--- src/logic/hyperRamPkg.sv ---
/* Shared widths, state encoding and access commands for the HyperRAM register path
   Imported by every module of the register-access subsystem
*/
package hyperRamPkg;

	// Bus and word widths
	localparam int lpDqWidth  = 8;               // One HyperBus byte
	localparam int lpRegWidth = 16;              // ID / config register word
	localparam int lpCaWidth  = 48;              // Command/address word
	localparam int lpLatWidth = 4;               // Latency count from caller

	// Command/address phase
	localparam int lpCaBeats    = 6;                  // CA bytes per access
	localparam int lpCaCntWidth = $clog2(lpCaBeats);  // Beat counter width

	// Sequencer states, ordered so that the clocked phase is contiguous
	typedef enum logic [2:0]
	{
		stIdle     = 3'd0,   // Waiting for start level
		stCsAssert = 3'd1,   // CS goes low at end
		stRwdsPrep = 3'd2,   // DQ enable turns on at end
		stCmdAdrs  = 3'd3,   // Six CA beats
		stLatency  = 3'd4,   // Optional latency wait
		stDqSeq1   = 3'd5,   // High data byte
		stDqSeq2   = 3'd6,   // Low data byte
		stComplete = 3'd7    // Done held until start drops
	} hyperRamStateE;

	// Register access direction
	// Kept apart from the R/W# bit inside the CA word
	typedef enum logic
	{
		accRead  = 1'b0,
		accWrite = 1'b1
	} hyperRamAccessE;

endpackage

--- src/logic/hyperRamBeatTimer.sv ---
/* Beat and latency counters plus the gated memory clock
   Feeds phase-end flags back to the sequencer
*/
`timescale 1ns/1ps

module hyperRamBeatTimer (
	input  logic                               iCLK,
	input  logic                               iRST,
	input  hyperRamPkg::hyperRamStateE         state,
	input  logic [hyperRamPkg::lpLatWidth-1:0] latencyCnt,
	output logic                               caLast,    // Last CA beat this cycle
	output logic                               latDone,   // Latency wait ends this cycle
	output logic                               latSkip,   // No latency phase
	output logic                               memClk
);
	import hyperRamPkg::*;

	logic [lpCaCntWidth-1:0] cmdCnt;   // CA beat index
	logic [lpLatWidth-1:0]   latCnt;   // Latency cycles so far
	logic                    clkEn;

	always_ff @(posedge iCLK)
	begin
		if (iRST)
		begin
			cmdCnt <= '0;
			latCnt <= '0;
		end
		else
		begin
			cmdCnt <= (state == stCmdAdrs) ? cmdCnt + 1'b1 : '0;   // Clears outside CA phase
			latCnt <= (state == stLatency && !latDone) ? latCnt + 1'b1 : '0;   // Stops at request
		end
	end

	assign caLast  = (state == stCmdAdrs) && (cmdCnt == lpCaCntWidth'(lpCaBeats - 1));
	assign latDone = (state == stLatency) && (latCnt == latencyCnt);   // L+1 wait cycles
	assign latSkip = (latencyCnt == '0);

	// Clock runs from the CA phase to the end of the access
	assign clkEn = state inside {stCmdAdrs, stLatency, stDqSeq1, stDqSeq2, stComplete};

	// Toggle mid-cycle so each edge is centered on stable DQ
	always_ff @(negedge iCLK)
	begin
		if (iRST)
			memClk <= 1'b0;
		else if (clkEn)
			memClk <= ~memClk;
		else
			memClk <= 1'b0;   // Parked low between accesses
	end

	// Sequencer leaves stLatency before the counter overruns the request
	latBound: assert property (@(posedge iCLK) disable iff (iRST)
		latCnt <= latencyCnt);

endmodule

--- src/logic/hyperRamDqShifter.sv ---
/* Output side of the HyperBus: CA bytes, write word and the DQ enable
   The pad tristate is built outside from memDq and memDqOe
*/
`timescale 1ns/1ps

module hyperRamDqShifter (
	input  logic                               iCLK,
	input  logic                               iRST,
	input  hyperRamPkg::hyperRamStateE         state,
	input  hyperRamPkg::hyperRamAccessE        access,
	input  logic [hyperRamPkg::lpCaWidth-1:0]  caWord,
	input  logic [hyperRamPkg::lpRegWidth-1:0] wrData,
	output logic [hyperRamPkg::lpDqWidth-1:0]  memDq,
	output logic                               memDqOe,
	output logic                               memRwds,
	output logic                               memRwdsOe
);
	import hyperRamPkg::*;

	// CA word followed by the write word, top byte on the bus
	logic [lpCaWidth+lpRegWidth-1:0] shiftReg;
	logic                            dqOeReg;   // Enable window from RwdsPrep to DqSeq2

	always_ff @(posedge iCLK)
	begin
		case (state)
			stIdle:
				shiftReg <= {caWord, wrData};   // Captured on the start edge
			stCmdAdrs, stDqSeq1:
				shiftReg <= {shiftReg[lpCaWidth+lpRegWidth-lpDqWidth-1:0],
					shiftReg[lpCaWidth+lpRegWidth-1 -: lpDqWidth]};   // Next byte up
			default:
				shiftReg <= shiftReg;   // Hold through latency and completion
		endcase
	end

	assign memDq = shiftReg[lpCaWidth+lpRegWidth-1 -: lpDqWidth];   // MSB byte first

	always_ff @(posedge iCLK)
	begin
		if (iRST)
			dqOeReg <= 1'b0;
		else if (state == stRwdsPrep)
			dqOeReg <= 1'b1;                       // Drive from first CA beat
		else if (state inside {stIdle, stDqSeq2, stComplete})
			dqOeReg <= 1'b0;
	end

	// Reads release DQ right after the last CA beat
	assign memDqOe = dqOeReg && ((state == stCmdAdrs) || (access == accWrite));

	// Register writes carry no byte mask, RWDS stays with the device
	assign memRwds   = 1'b0;
	assign memRwdsOe = 1'b0;

	// Bus released by the time the sequencer is back in idle
	dqIdleOff: assert property (@(posedge iCLK) disable iff (iRST)
		(state == stIdle) |-> !memDqOe);

endmodule

--- src/logic/hyperRamReadCapture.sv ---
/* Register read capture
   RWDS high loads the upper byte, RWDS low the lower one, frozen while done is high
*/
`timescale 1ns/1ps

module hyperRamReadCapture (
	input  logic                               iCLK,
	input  logic [hyperRamPkg::lpDqWidth-1:0]  memDqIn,     // DQ as seen at the pads
	input  logic                               memRwdsIn,   // Byte steering from device
	input  logic                               done,
	output logic [hyperRamPkg::lpRegWidth-1:0] capData
);
	import hyperRamPkg::*;

	// Loads every cycle of an access
	// Only the last high and last low beats survive to done
	always_ff @(posedge iCLK)
	begin
		if (!done)
		begin
			if (memRwdsIn)
				capData[lpRegWidth-1 -: lpDqWidth] <= memDqIn;   // First data beat
			else
				capData[lpDqWidth-1:0] <= memDqIn;               // Second data beat
		end
	end

endmodule

--- src/logic/hyperRamRegAccess.sv ---
/* Top of the HyperRAM register-access path
   Caller drives start, CA word, write word and latency; pads sit outside
*/
`timescale 1ns/1ps

module hyperRamRegAccess (
	input  logic                               iCLK,
	input  logic                               iRST,
	// Caller side
	input  logic                               seqEn,        // Start level
	input  hyperRamPkg::hyperRamAccessE        access,
	input  logic [hyperRamPkg::lpCaWidth-1:0]  caWord,
	input  logic [hyperRamPkg::lpRegWidth-1:0] wrData,
	input  logic [hyperRamPkg::lpLatWidth-1:0] latencyCnt,   // 0 skips the wait
	output logic                               done,
	output logic [hyperRamPkg::lpRegWidth-1:0] capData,      // Read word
	// HyperBus pad side
	output logic [hyperRamPkg::lpDqWidth-1:0]  memDq,
	output logic                               memDqOe,
	output logic                               memRwds,
	output logic                               memRwdsOe,
	output logic                               memClk,
	output logic                               memCs,
	input  logic [hyperRamPkg::lpDqWidth-1:0]  memDqIn,
	input  logic                               memRwdsIn
);
	import hyperRamPkg::*;

	hyperRamStateE state;
	logic          caLast;
	logic          latDone;
	logic          latSkip;

	hyperRamRegFsm fsm_i (
		.iCLK    (iCLK),
		.iRST    (iRST),
		.seqEn   (seqEn),
		.access  (access),
		.caLast  (caLast),
		.latDone (latDone),
		.latSkip (latSkip),
		.state   (state),
		.memCs   (memCs),
		.done    (done)
	);

	hyperRamBeatTimer timer_i (
		.iCLK       (iCLK),
		.iRST       (iRST),
		.state      (state),
		.latencyCnt (latencyCnt),
		.caLast     (caLast),
		.latDone    (latDone),
		.latSkip    (latSkip),
		.memClk     (memClk)
	);

	hyperRamDqShifter shifter_i (
		.iCLK      (iCLK),
		.iRST      (iRST),
		.state     (state),
		.access    (access),
		.caWord    (caWord),
		.wrData    (wrData),
		.memDq     (memDq),
		.memDqOe   (memDqOe),
		.memRwds   (memRwds),
		.memRwdsOe (memRwdsOe)
	);

	hyperRamReadCapture capture_i (
		.iCLK      (iCLK),
		.memDqIn   (memDqIn),
		.memRwdsIn (memRwdsIn),
		.done      (done),
		.capData   (capData)
	);

endmodule

--- src/logic/hyperRamRegFsm.sv ---
/* Sequencer for one HyperBus register access
   Steps from chip select through CA, latency and data beats to a held done level
*/
`timescale 1ns/1ps

module hyperRamRegFsm (
	input  logic                        iCLK,
	input  logic                        iRST,
	input  logic                        seqEn,    // Start level, held until done
	input  hyperRamPkg::hyperRamAccessE access,   // Read or write select
	input  logic                        caLast,   // Sixth CA beat from timer
	input  logic                        latDone,  // Latency count reached
	input  logic                        latSkip,  // Zero latency requested
	output hyperRamPkg::hyperRamStateE  state,
	output logic                        memCs,    // Active-low chip select
	output logic                        done
);
	import hyperRamPkg::*;

	hyperRamStateE stateNext;

	// Next-state decode
	always_comb
	begin
		stateNext = state;
		case (state)
			stIdle:
			begin
				if (seqEn)
					stateNext = stCsAssert;
			end
			stCsAssert:
				stateNext = stRwdsPrep;
			stRwdsPrep:
				stateNext = stCmdAdrs;
			stCmdAdrs:
			begin
				if (caLast)
					stateNext = latSkip ? stDqSeq1 : stLatency;   // Bypass wait when L is 0
			end
			stLatency:
			begin
				if (latDone)
					stateNext = stDqSeq1;
			end
			stDqSeq1:
				stateNext = stDqSeq2;
			stDqSeq2:
				stateNext = stComplete;
			stComplete:
			begin
				if (!seqEn)
					stateNext = stIdle;   // Caller released start
			end
			default:
				stateNext = stIdle;
		endcase
	end

	always_ff @(posedge iCLK)
	begin
		if (iRST)
		begin
			state <= stIdle;
			memCs <= 1'b1;   // Deselected
			done  <= 1'b0;
		end
		else
		begin
			state <= stateNext;
			if (state == stCsAssert)
				memCs <= 1'b0;                 // Falls at end of stCsAssert
			else if (state == stDqSeq2)
				memCs <= 1'b1;                 // Rises as stComplete begins
			done  <= (state == stComplete);    // One cycle behind stComplete entry
		end
	end

	// Chip select never active while idle or completed
	csInAccess: assert property (@(posedge iCLK) disable iff (iRST)
		!memCs |-> !(state inside {stIdle, stComplete}));

	// Direction must not change while the device is selected
	accessHeld: assert property (@(posedge iCLK) disable iff (iRST)
		!memCs |-> $stable(access));

endmodule

--- config.mk ---
export PLATFORM = sky130hd
export DESIGN_NAME = hyperRamRegAccess
export DESIGN_NICKNAME = d
export VERILOG_FILES = /design/src/logic/hyperRamPkg.sv /design/src/logic/hyperRamBeatTimer.sv /design/src/logic/hyperRamDqShifter.sv /design/src/logic/hyperRamReadCapture.sv /design/src/logic/hyperRamRegAccess.sv /design/src/logic/hyperRamRegFsm.sv
export SDC_FILE = /design/constraint.sdc
export NUM_CORES = 1
export LEC_CHECK = 0
export ABC_AREA = 1
export BUFFER_PORTS_ARGS = -buffer_cell sky130_fd_sc_hd__buf_2
export CORE_UTILIZATION = 30
export DETAILED_ROUTE_END_ITERATION = 8
export HOLD_SLACK_MARGIN = 0.02
export PLACE_DENSITY_LB_ADDON = 0.3
export SLEW_MARGIN = 20
export SYNTH_ARGS = -nofsm -noshare
export SYNTH_HDL_FRONTEND = slang
export SYNTH_SLANG_ARGS = --single-unit
export TNS_END_PERCENT = 30
--- constraint.sdc ---
create_clock -name iCLK -period 3.6 [get_ports iCLK]
set_input_delay 0.72 -clock iCLK [delete_from_list [all_inputs] [get_ports iCLK]]
set_output_delay 0.72 -clock iCLK [all_outputs]
set_load 0.05 [all_outputs]
==> results.md, run 1 <==
Critical path:
- The slowest stage of the critical path is the sky130_fd_sc_hd__dfxtp_1 cell.
- The worst-case register-to-register setup slack is 0.91 ns.
- The critical path starts at timer_i.memClk.
- STA classifies the critical path startpoint as a flop.
- Traced cell by cell, the critical path runs through buf_2.
- Measured in cells, the most critical reg-to-reg path has a length of 4.
- The startpoint of the worst-slack reg-to-reg timing path is fsm_i.state[2].
- The worst setup path is captured at an output port.
- The arrival time at the worst endpoint is 2.75 ns.
- At the worst endpoint, the required time is 2.88 ns.
- In this design, the largest share of critical-path delay is due to flip-flops.
- The delay of the slowest cell on the worst path is 0.31 ns.
- The worst flop-to-flop path endpoint is timer_i.memClk.
- The number of buffers and inverters on the critical path is 1.
- Of all nets on the critical path, the largest fanout is 2.
- The worst setup path is of the reg -> out kind.

Die:
- The floorplan step set the die width to 120 um.
- The area enclosed by the die boundary is 14,400 sq um.
- The area of the core is 13,400 sq um.
- The initial core utilization is 31.2%.
- In this run the core area contains 42 standard-cell rows.
- The vertical die dimension is 120 um.
- Pin placement for this block handled 111 I/O pins.

Route:
- The post-detailed-route via-to-cell ratio is 4.25.
- After the first detailed-routing iteration, the DRC count stood at 171.
- The count of TritonRoute iterations in the first routing pass is 4.
- For this run, design rule violations remaining after detail routing come to 0.
- The routed design has 8020 um of wire.
- The average routed wire per standard cell is 14.4 um.
- The post-route antenna net violation count is 0.
- The total number of vias is 2,365.

Synth:
- The distinct cell type count after synthesis is 27.
- The number of enable flip-flop cells after synthesis is 80.
- The async set-reset flop share out of synthesis is 0%.
- The largest area contributor in the synthesized netlist is sky130_fd_sc_hd__edfxtp_1.
- By area the synthesized netlist is led by sky130_fd_sc_hd__edfxtp_1 (57%), sky130_fd_sc_hd__mux2_4 (18%), sky130_fd_sc_hd__dfxtp_1 (6.7%), sky130_fd_sc_hd__mux2_2 (4.0%), sky130_fd_sc_hd__nand2_1 (2.4%).
- The share of synthesized area occupied by flip-flops and latches is 64.2%.
- The average instance area after synthesis is 15.5 sq um.
- Synthesis produced 270 cells.
- The warning count from the yosys run is 0.
- The top cell type's share of synthesized area is 57.5%.
- The register bit count reported by yosys is 94.
- Among all flip-flop cells after synthesis, the most frequent one is sky130_fd_sc_hd__edfxtp_1.
- The synthesized netlist occupies a cell area of 4180 sq um.

Place:
- The final weighted congestion in routability-driven placement is 0.798.
- The placed instances occupy a cell area of 4820 sq um.
- OpenSTA, run right after detailed placement, puts the worst setup slack at 0.524 ns.
- The HPWL reported at the end of detailed placement is 5680 um.
- The quantity of I/O buffers inserted on ports is 108.

GRT:
- The number of antenna violations at the first check in global routing came to 1.
- The via count of the first global-routing pass was 2,360.
- The first-pass GRT wire length is 12,300 um.
- For this run the aggregate overflow at the end of global routing stands at 0.
- In the global route stage, overall resource usage came out at 11.6%.
- Entering global routing, the biggest net connects 65 pins.

Layout:
- In the final layout, the share of cells above drive strength 1 is 51.2%.
- The number of fill cells in the layout is 1,311.
- The layout overhead on the synthesized area is 23.5%.
- The finished cells cover 5160 sq um.
- The number of nets in the layout is 458.

Power:
- Across the VDD grid, the largest voltage drop is 0.000234 V.
- The total power density per cell area is 960 nW/um^2.
- The leakage power of the design is 2.27 nW.

CTS:
- The clock tree synthesis step divided the H-tree into 3 levels.
- Clock-pin slew was measured on the worst setup and hold paths at 0.07 ns.
- The clock latency on the worst-skew pair is 0.39 ns.
- The post-CTS setup-driven buffer insertion count is 0.
- In this run the deepest clock path goes through 2 buffers.
- Post-CTS repair changed the size of 0 cells.
- Buffers inserted to repair hold after CTS numbered 0.
- Counting every sink on the clock net gives 94.
- The CTS tree is yes.
- The clock root buffer master is sky130_fd_sc_hd__clkbuf_16.
- The clock buffer count from CTS is 9.

Hold path:
- The hold path depth is 1.
- The min-delay analysis places its worst path in the category reg -> reg.
- The startpoint identified for the worst hold timing path is timer_i.cmdCnt[0].
- The path with the worst hold slack has its endpoint at timer_i.cmdCnt[0].

Timing:
- The max-slew violation count was 0.
- Setup repair after global routing left no endpoint under its margin.
- The number of setup violations in the final report is 0.
- At the pin with the least slew margin, the transition time is 1.11 ns.
- Between clock sinks in the finished design, the worst skew comes to 0.0519 ns.
- Across all setup checks in the final design, the least slack found is 0.125 ns.
- The final total negative setup slack is 0 ns.
- The final-report hold violation count is 0.
- The relative slew slack is 25.9%.

Job:
- The number of max-capacitance violations reported is 0.

Run status:
- The run finished with clean final reports.
worst reg2reg max path, cell delays in order, from the launching register on:
cell,delay [ns]
sky130_fd_sc_hd__dfxtp_1,0.48
sky130_fd_sc_hd__inv_1,0.14
sky130_fd_sc_hd__nand2_1,0.16
sky130_fd_sc_hd__nand2_1,0.06
sky130_fd_sc_hd__inv_1,0.05
power breakdown:
part	internal [mW]	leakage, nW	switching (mW)
sequential	1.90	0.903	0.200
clock	0.655	0.171	0.412
combinational	0.775	1.19	1.01
worst max-delay path by stage:
| stage | endpoint | slack [ns] | cells past startpoint |
|---|---|---|---|
| after floorplan | memClk | 0.48 | 0 |
| after global placement | memClk | 0.52 | 1 |
| after detailed placement | memClk | 0.52 | 1 |
| after CTS | memClk | 0.11 | 1 |
| after global routing | memClk | 0.09 | 1 |
| final | memClk | 0.13 | 1 |
layer usage:
metal,wire length [um],GRT usage [%],part of all wire [%]
met5,0,0,0
met4,171,6.33,2.1
met3,444,2.66,5.5
met2,3470,16.3,43
met1,3940,16.4,49
registers in the layout, indices dropped and copies added, names as in the netlist:
register and count:
timer_i.latCnt 4, timer_i.memClk 1, fsm_i.memCs 1, capture_i.capData 16
shifter_i.dqOeReg 1, fsm_i.state 3, timer_i.cmdCnt 3, shifter_i.shiftReg 64
fsm_i.done 1
synth_stat cells, types with 2 or more instances:
cell,n
sky130_fd_sc_hd__xnor2_1,2
sky130_fd_sc_hd__edfxtp_1,80
sky130_fd_sc_hd__nand3_1,4
sky130_fd_sc_hd__a21oi_1,2
sky130_fd_sc_hd__ha_1,3
sky130_fd_sc_hd__nor2_1,19
sky130_fd_sc_hd__inv_1,19
sky130_fd_sc_hd__mux2_4,49
sky130_fd_sc_hd__buf_4,10
sky130_fd_sc_hd__nand2_1,27
sky130_fd_sc_hd__o21a_1,2
sky130_fd_sc_hd__mux2_2,15
sky130_fd_sc_hd__buf_2,3
sky130_fd_sc_hd__nor3_1,4
sky130_fd_sc_hd__buf_6,6
sky130_fd_sc_hd__dfxtp_1,14
cell families after synthesis:
family	count (synthesis)	synth area share, %
flip-flops	94	64.2
multiplexers	64	21.6
AND/OR/NAND/NOR	56	5.39
buffers and inverters	39	5.57
AO/OA/AOI/OAI	10	1.62
adder cells (fa/ha/maj)	3	0.898
XOR/XNOR	3	0.629
other	1	0.0897
through the flow:
stage          hold slack [ns]  power [mW]  utilization (%)  instances
2_1_floorplan            0.433        3.63                -        271
3_3_place_gp             0.455        3.90             36.0        539
3_5_place_dp             0.459        3.93             36.0        539
4_1_cts                  0.469        5.02             38.5        555
5_1_grt                  0.493        5.22             38.5        555
6_report                 0.469        4.95             38.5        556
cell type report:
class                   count  area, sq um  share of cell area (%)
well taps                 176          220                    4.27
inverters                  19         71.3                    1.38
repair buffers            111          563                    10.9
flip-flops and latches     94         2680                    52.0
diodes                      1         2.50                  0.0485
clock buffers              10          250                    4.85
multi-input cells         138         1280                    24.8
clock inverters             7         92.6                    1.79
layout by cell type, fill, tap and decap left out, drive strengths merged:
cell,count
a21oi,2
a31oi,1
and2,1
buf,111
bufinv,2
clkbuf,10
clkinv,2
clkinvlp,1
conb,2
dfxtp,14
diode,1
edfxtp,80
ha,3
inv,21
mux2,64
nand2,27
nand3,4
nand4,1
nor2,19
nor3,4
o2111a,1
o211ai,1
o21a,2
o21ai,2
o31ai,1
xnor2,2
xor2,1
No activity file was read; power rests on OpenSTA's default activity.
==> run 2: changes to the inputs <==
SETUP_SLACK_MARGIN = 0.2   (was default)
TNS_END_PERCENT = default   (was 30)
==> run 2 against run 1 <==
  * Count of clock-buffer cells in the layout is the same
  * Largest power group unchanged
  * Flip-flop and latch count is the same
  * First-iteration DRC count shrank 9.9%
  * Total power grew 0.13%
  * Die area is the same
  * Wire length is essentially flat
  * Register-to-register slack is essentially flat
  * Sequential power is essentially flat
  * Critical endpoint unchanged
  * Via count is the same
  * Critical path type unchanged
  * Highest routed layer unchanged
  * Clock skew grew 0.00095 ns
  * Core utilization grew 0.056 points
==> results.md, run 2 (same netlist as run 1, synthesis figures left out) <==
Run status:
- Outcome: finished clean (unchanged).

Place:
- The instance area after placement is 4820 sq um (unchanged).
- The post-place setup slack is 0.524 ns (unchanged).
- The final weighted congestion in routability-driven placement is 0.798 (unchanged).
- The quantity of I/O buffers inserted on ports was 108 (unchanged).
- The HPWL reported at the end of detailed placement was 5680 um (unchanged).

Timing:
- The number of setup violations in the final report is 0 (unchanged).
- RSZ-0062 raised after global routing: true (was false).
- The worst-margin pin slew is 1.11 ns (about the same).
- The relative slew slack is 26.0% (was 25.9%).
- The max-slew violation count came to 0 (unchanged).
- The final-report hold violation count is 0 (unchanged).
- The final total negative setup slack is 0 ns (unchanged).
- The final worst setup slack is 0.220 ns (was 0.125 ns).
- The worst-case clock skew is 0.0529 ns (was 0.0519 ns).

Layout:
- The largest register by flop count is shifter_i.shiftReg (unchanged).
- The number of fill cells in the layout is 1,311 (unchanged).
- Most used cells in the layout excluding fill and tap cells: sky130_fd_sc_hd__buf_2 (107), sky130_fd_sc_hd__edfxtp_1 (80), sky130_fd_sc_hd__mux2_4 (49) (was sky130_fd_sc_hd__buf_2 (108), sky130_fd_sc_hd__edfxtp_1 (80), sky130_fd_sc_hd__mux2_4 (49)).
- The layout overhead on the synthesized area is 23.6% (was 23.5%).
- The number of flip-flops under the largest register name was 64 (unchanged).
- The number of nets in the layout was 458 (unchanged).
- The commonest non-fill, non-tap cell in the layout is sky130_fd_sc_hd__buf_2 (unchanged).
- Largest registers in the final layout: shifter_i.shiftReg (64), capture_i.capData (16), timer_i.latCnt (4) (unchanged).
- The fraction of final layout cells with drive strength greater than 1 is 51.5% (was 51.2%).
- The post-route standard cell area excluding fillers is 5170 sq um (was 5160 sq um).

Die:
- The overall die width is 120 um (unchanged).
- The number of top-level pins is 111 (unchanged).
- The area of the core is 13,400 sq um (unchanged).
- The vertical die dimension was 120 um (unchanged).
- The floorplan row count is 42 (unchanged).
- The area enclosed by the die boundary is 14,400 sq um (unchanged).
- The initial core utilization is 31.2% (unchanged).

Power:
- The leakage power of the design is 2.27 nW (about the same).
- The maximum resistive drop on vdd is 0.000234 V (about the same).
- The total power density per cell area is 960 nW/um^2 (about the same).

Critical path:
- The top cell family by delay on the critical path is flip-flops (unchanged).
- Chain of cells forming the critical path: buf_6 (was buf_2).
- The required time reported for the critical path endpoint is 2.88 ns (about the same).
- The arrival time at the worst endpoint is 2.66 ns (was 2.75 ns).
- The startpoint kind of the worst setup timing path is a flop (unchanged).
- The maximum fanout along the worst path is 2 (unchanged).
- The delay of the slowest cell on the worst path is 0.32 ns (was 0.31 ns).
- The path type of the worst setup path is reg -> out (unchanged).
- The worst-case register-to-register setup slack is 0.91 ns (about the same).
- The worst path buffer plus inverter count was 1 (unchanged).
- The endpoint class of the critical path is an output port (unchanged).
- The critical path's slowest cell is sky130_fd_sc_hd__dfxtp_2 (was sky130_fd_sc_hd__dfxtp_1).

Route:
- The total number of vias is 2,365 (unchanged).
- The count of TritonRoute iterations in the first routing pass is 4 (unchanged).
- The post-detailed-route via-to-cell ratio came to 4.25 (unchanged).
- The detailed-route DRC error count came to 0 (unchanged).
- The average routed wire per standard cell is 14.4 um (about the same).
- The sum of routed wire length over all layers was 8020 um (about the same).
- The post-route antenna net violation count is 0 (unchanged).
- The starting DRC count in detailed routing is 154 (was 171).

CTS:
- The CTS tree is yes (unchanged).
- The clock latency on the worst-skew pair is 0.39 ns (about the same).
- The clock sink count is 94 (unchanged).
- The H-tree depth is 3 (unchanged).
- The clock edge transition at the registers on the reported setup and hold paths is 0.07 ns (about the same).
- The post-CTS setup-driven buffer insertion count is 0 (unchanged).
- The number of buffers on the longest clock path is 2 (unchanged).
- The count of hold-fix buffers inserted at cts is 0 (unchanged).
- The clock buffer count from CTS came to 9 (unchanged).
- The clock root buffer master is sky130_fd_sc_hd__clkbuf_16 (unchanged).

GRT:
- The via count of the first global-routing pass is 2,360 (unchanged).
- The first-pass GRT wire length is 12,300 um (unchanged).
- The total track usage is 11.6% (unchanged).
- The overall overflow remaining after global route is 0 (unchanged).
- The largest net degree at the start of global routing is 65 (unchanged).
- The number of antenna violations at the first check in global routing is 1 (unchanged).

Hold path:
- The class of the tightest hold or removal check is reg -> reg (unchanged).

Job:
- The number of max-capacitance violations reported came to 0 (unchanged).
## run 2: cell counts in the layout (fill, tap and decap cells not counted)
No cell type changed its count.
## run 2: final cells by class
type                            count  area (sq um)  area share [%]
Clock buffer                       10           250            4.84
Multi-Input combinational cell    138          1280            24.7
Sequential cell                    94          2680            51.9
Tap cell                          176           220            4.26
Antenna cell                        1          2.50          0.0484
Clock inverter                      7          92.6            1.79
Inverter                           19          71.3            1.38
Timing Repair Buffer              111           569            11.0
## run 2: worst paths after layout
path,endpoint,start,depth (start not counted)
worst min-delay path,timer_i.cmdCnt[0],timer_i.cmdCnt[0],1
worst max-delay path,memClk,timer_i.memClk,1
worst max register to register,timer_i.memClk,fsm_i.state[2],4
worst min register to register,timer_i.cmdCnt[0],timer_i.cmdCnt[0],1
## run 2: where the power goes
part / internal [mW] / switching, mW / leakage [nW] / total, mW
sequential: 1.90 / 0.201 / 0.903 / 2.10
combinational: 0.778 / 1.01 / 1.19 / 1.79
clock: 0.655 / 0.413 / 0.171 / 1.07
## run 2: routing by layer
metal / vias to the layer above / global-route usage [%] / wire, um
met1: 1116 / 16.4 / 3940
met5: - / 0 / 0
met3: 11 / 2.66 / 444
li1: 1163 / - / -
met4: 0 / 6.33 / 171
met2: 75 / 16.3 / 3470
## run 2: timing repair
action / 4_1_cts / 5_1_grt
gates resized for setup: 3 / 0
cloned: 0 / 0
endpoints found under the setup margin: 1 / 1
pin swaps: 0 / 0
## run 2: stage by stage
step           power, mW  hold slack [ns]  std cells  utilization, %
3_5_place_dp        3.93            0.459        539            36.0
3_3_place_gp        3.90            0.455        539            36.0
5_1_grt             5.23            0.493        555            38.6
2_1_floorplan       3.63            0.433        271               -
6_report            4.96            0.469        556            38.6
4_1_cts             5.02            0.469        555            38.6
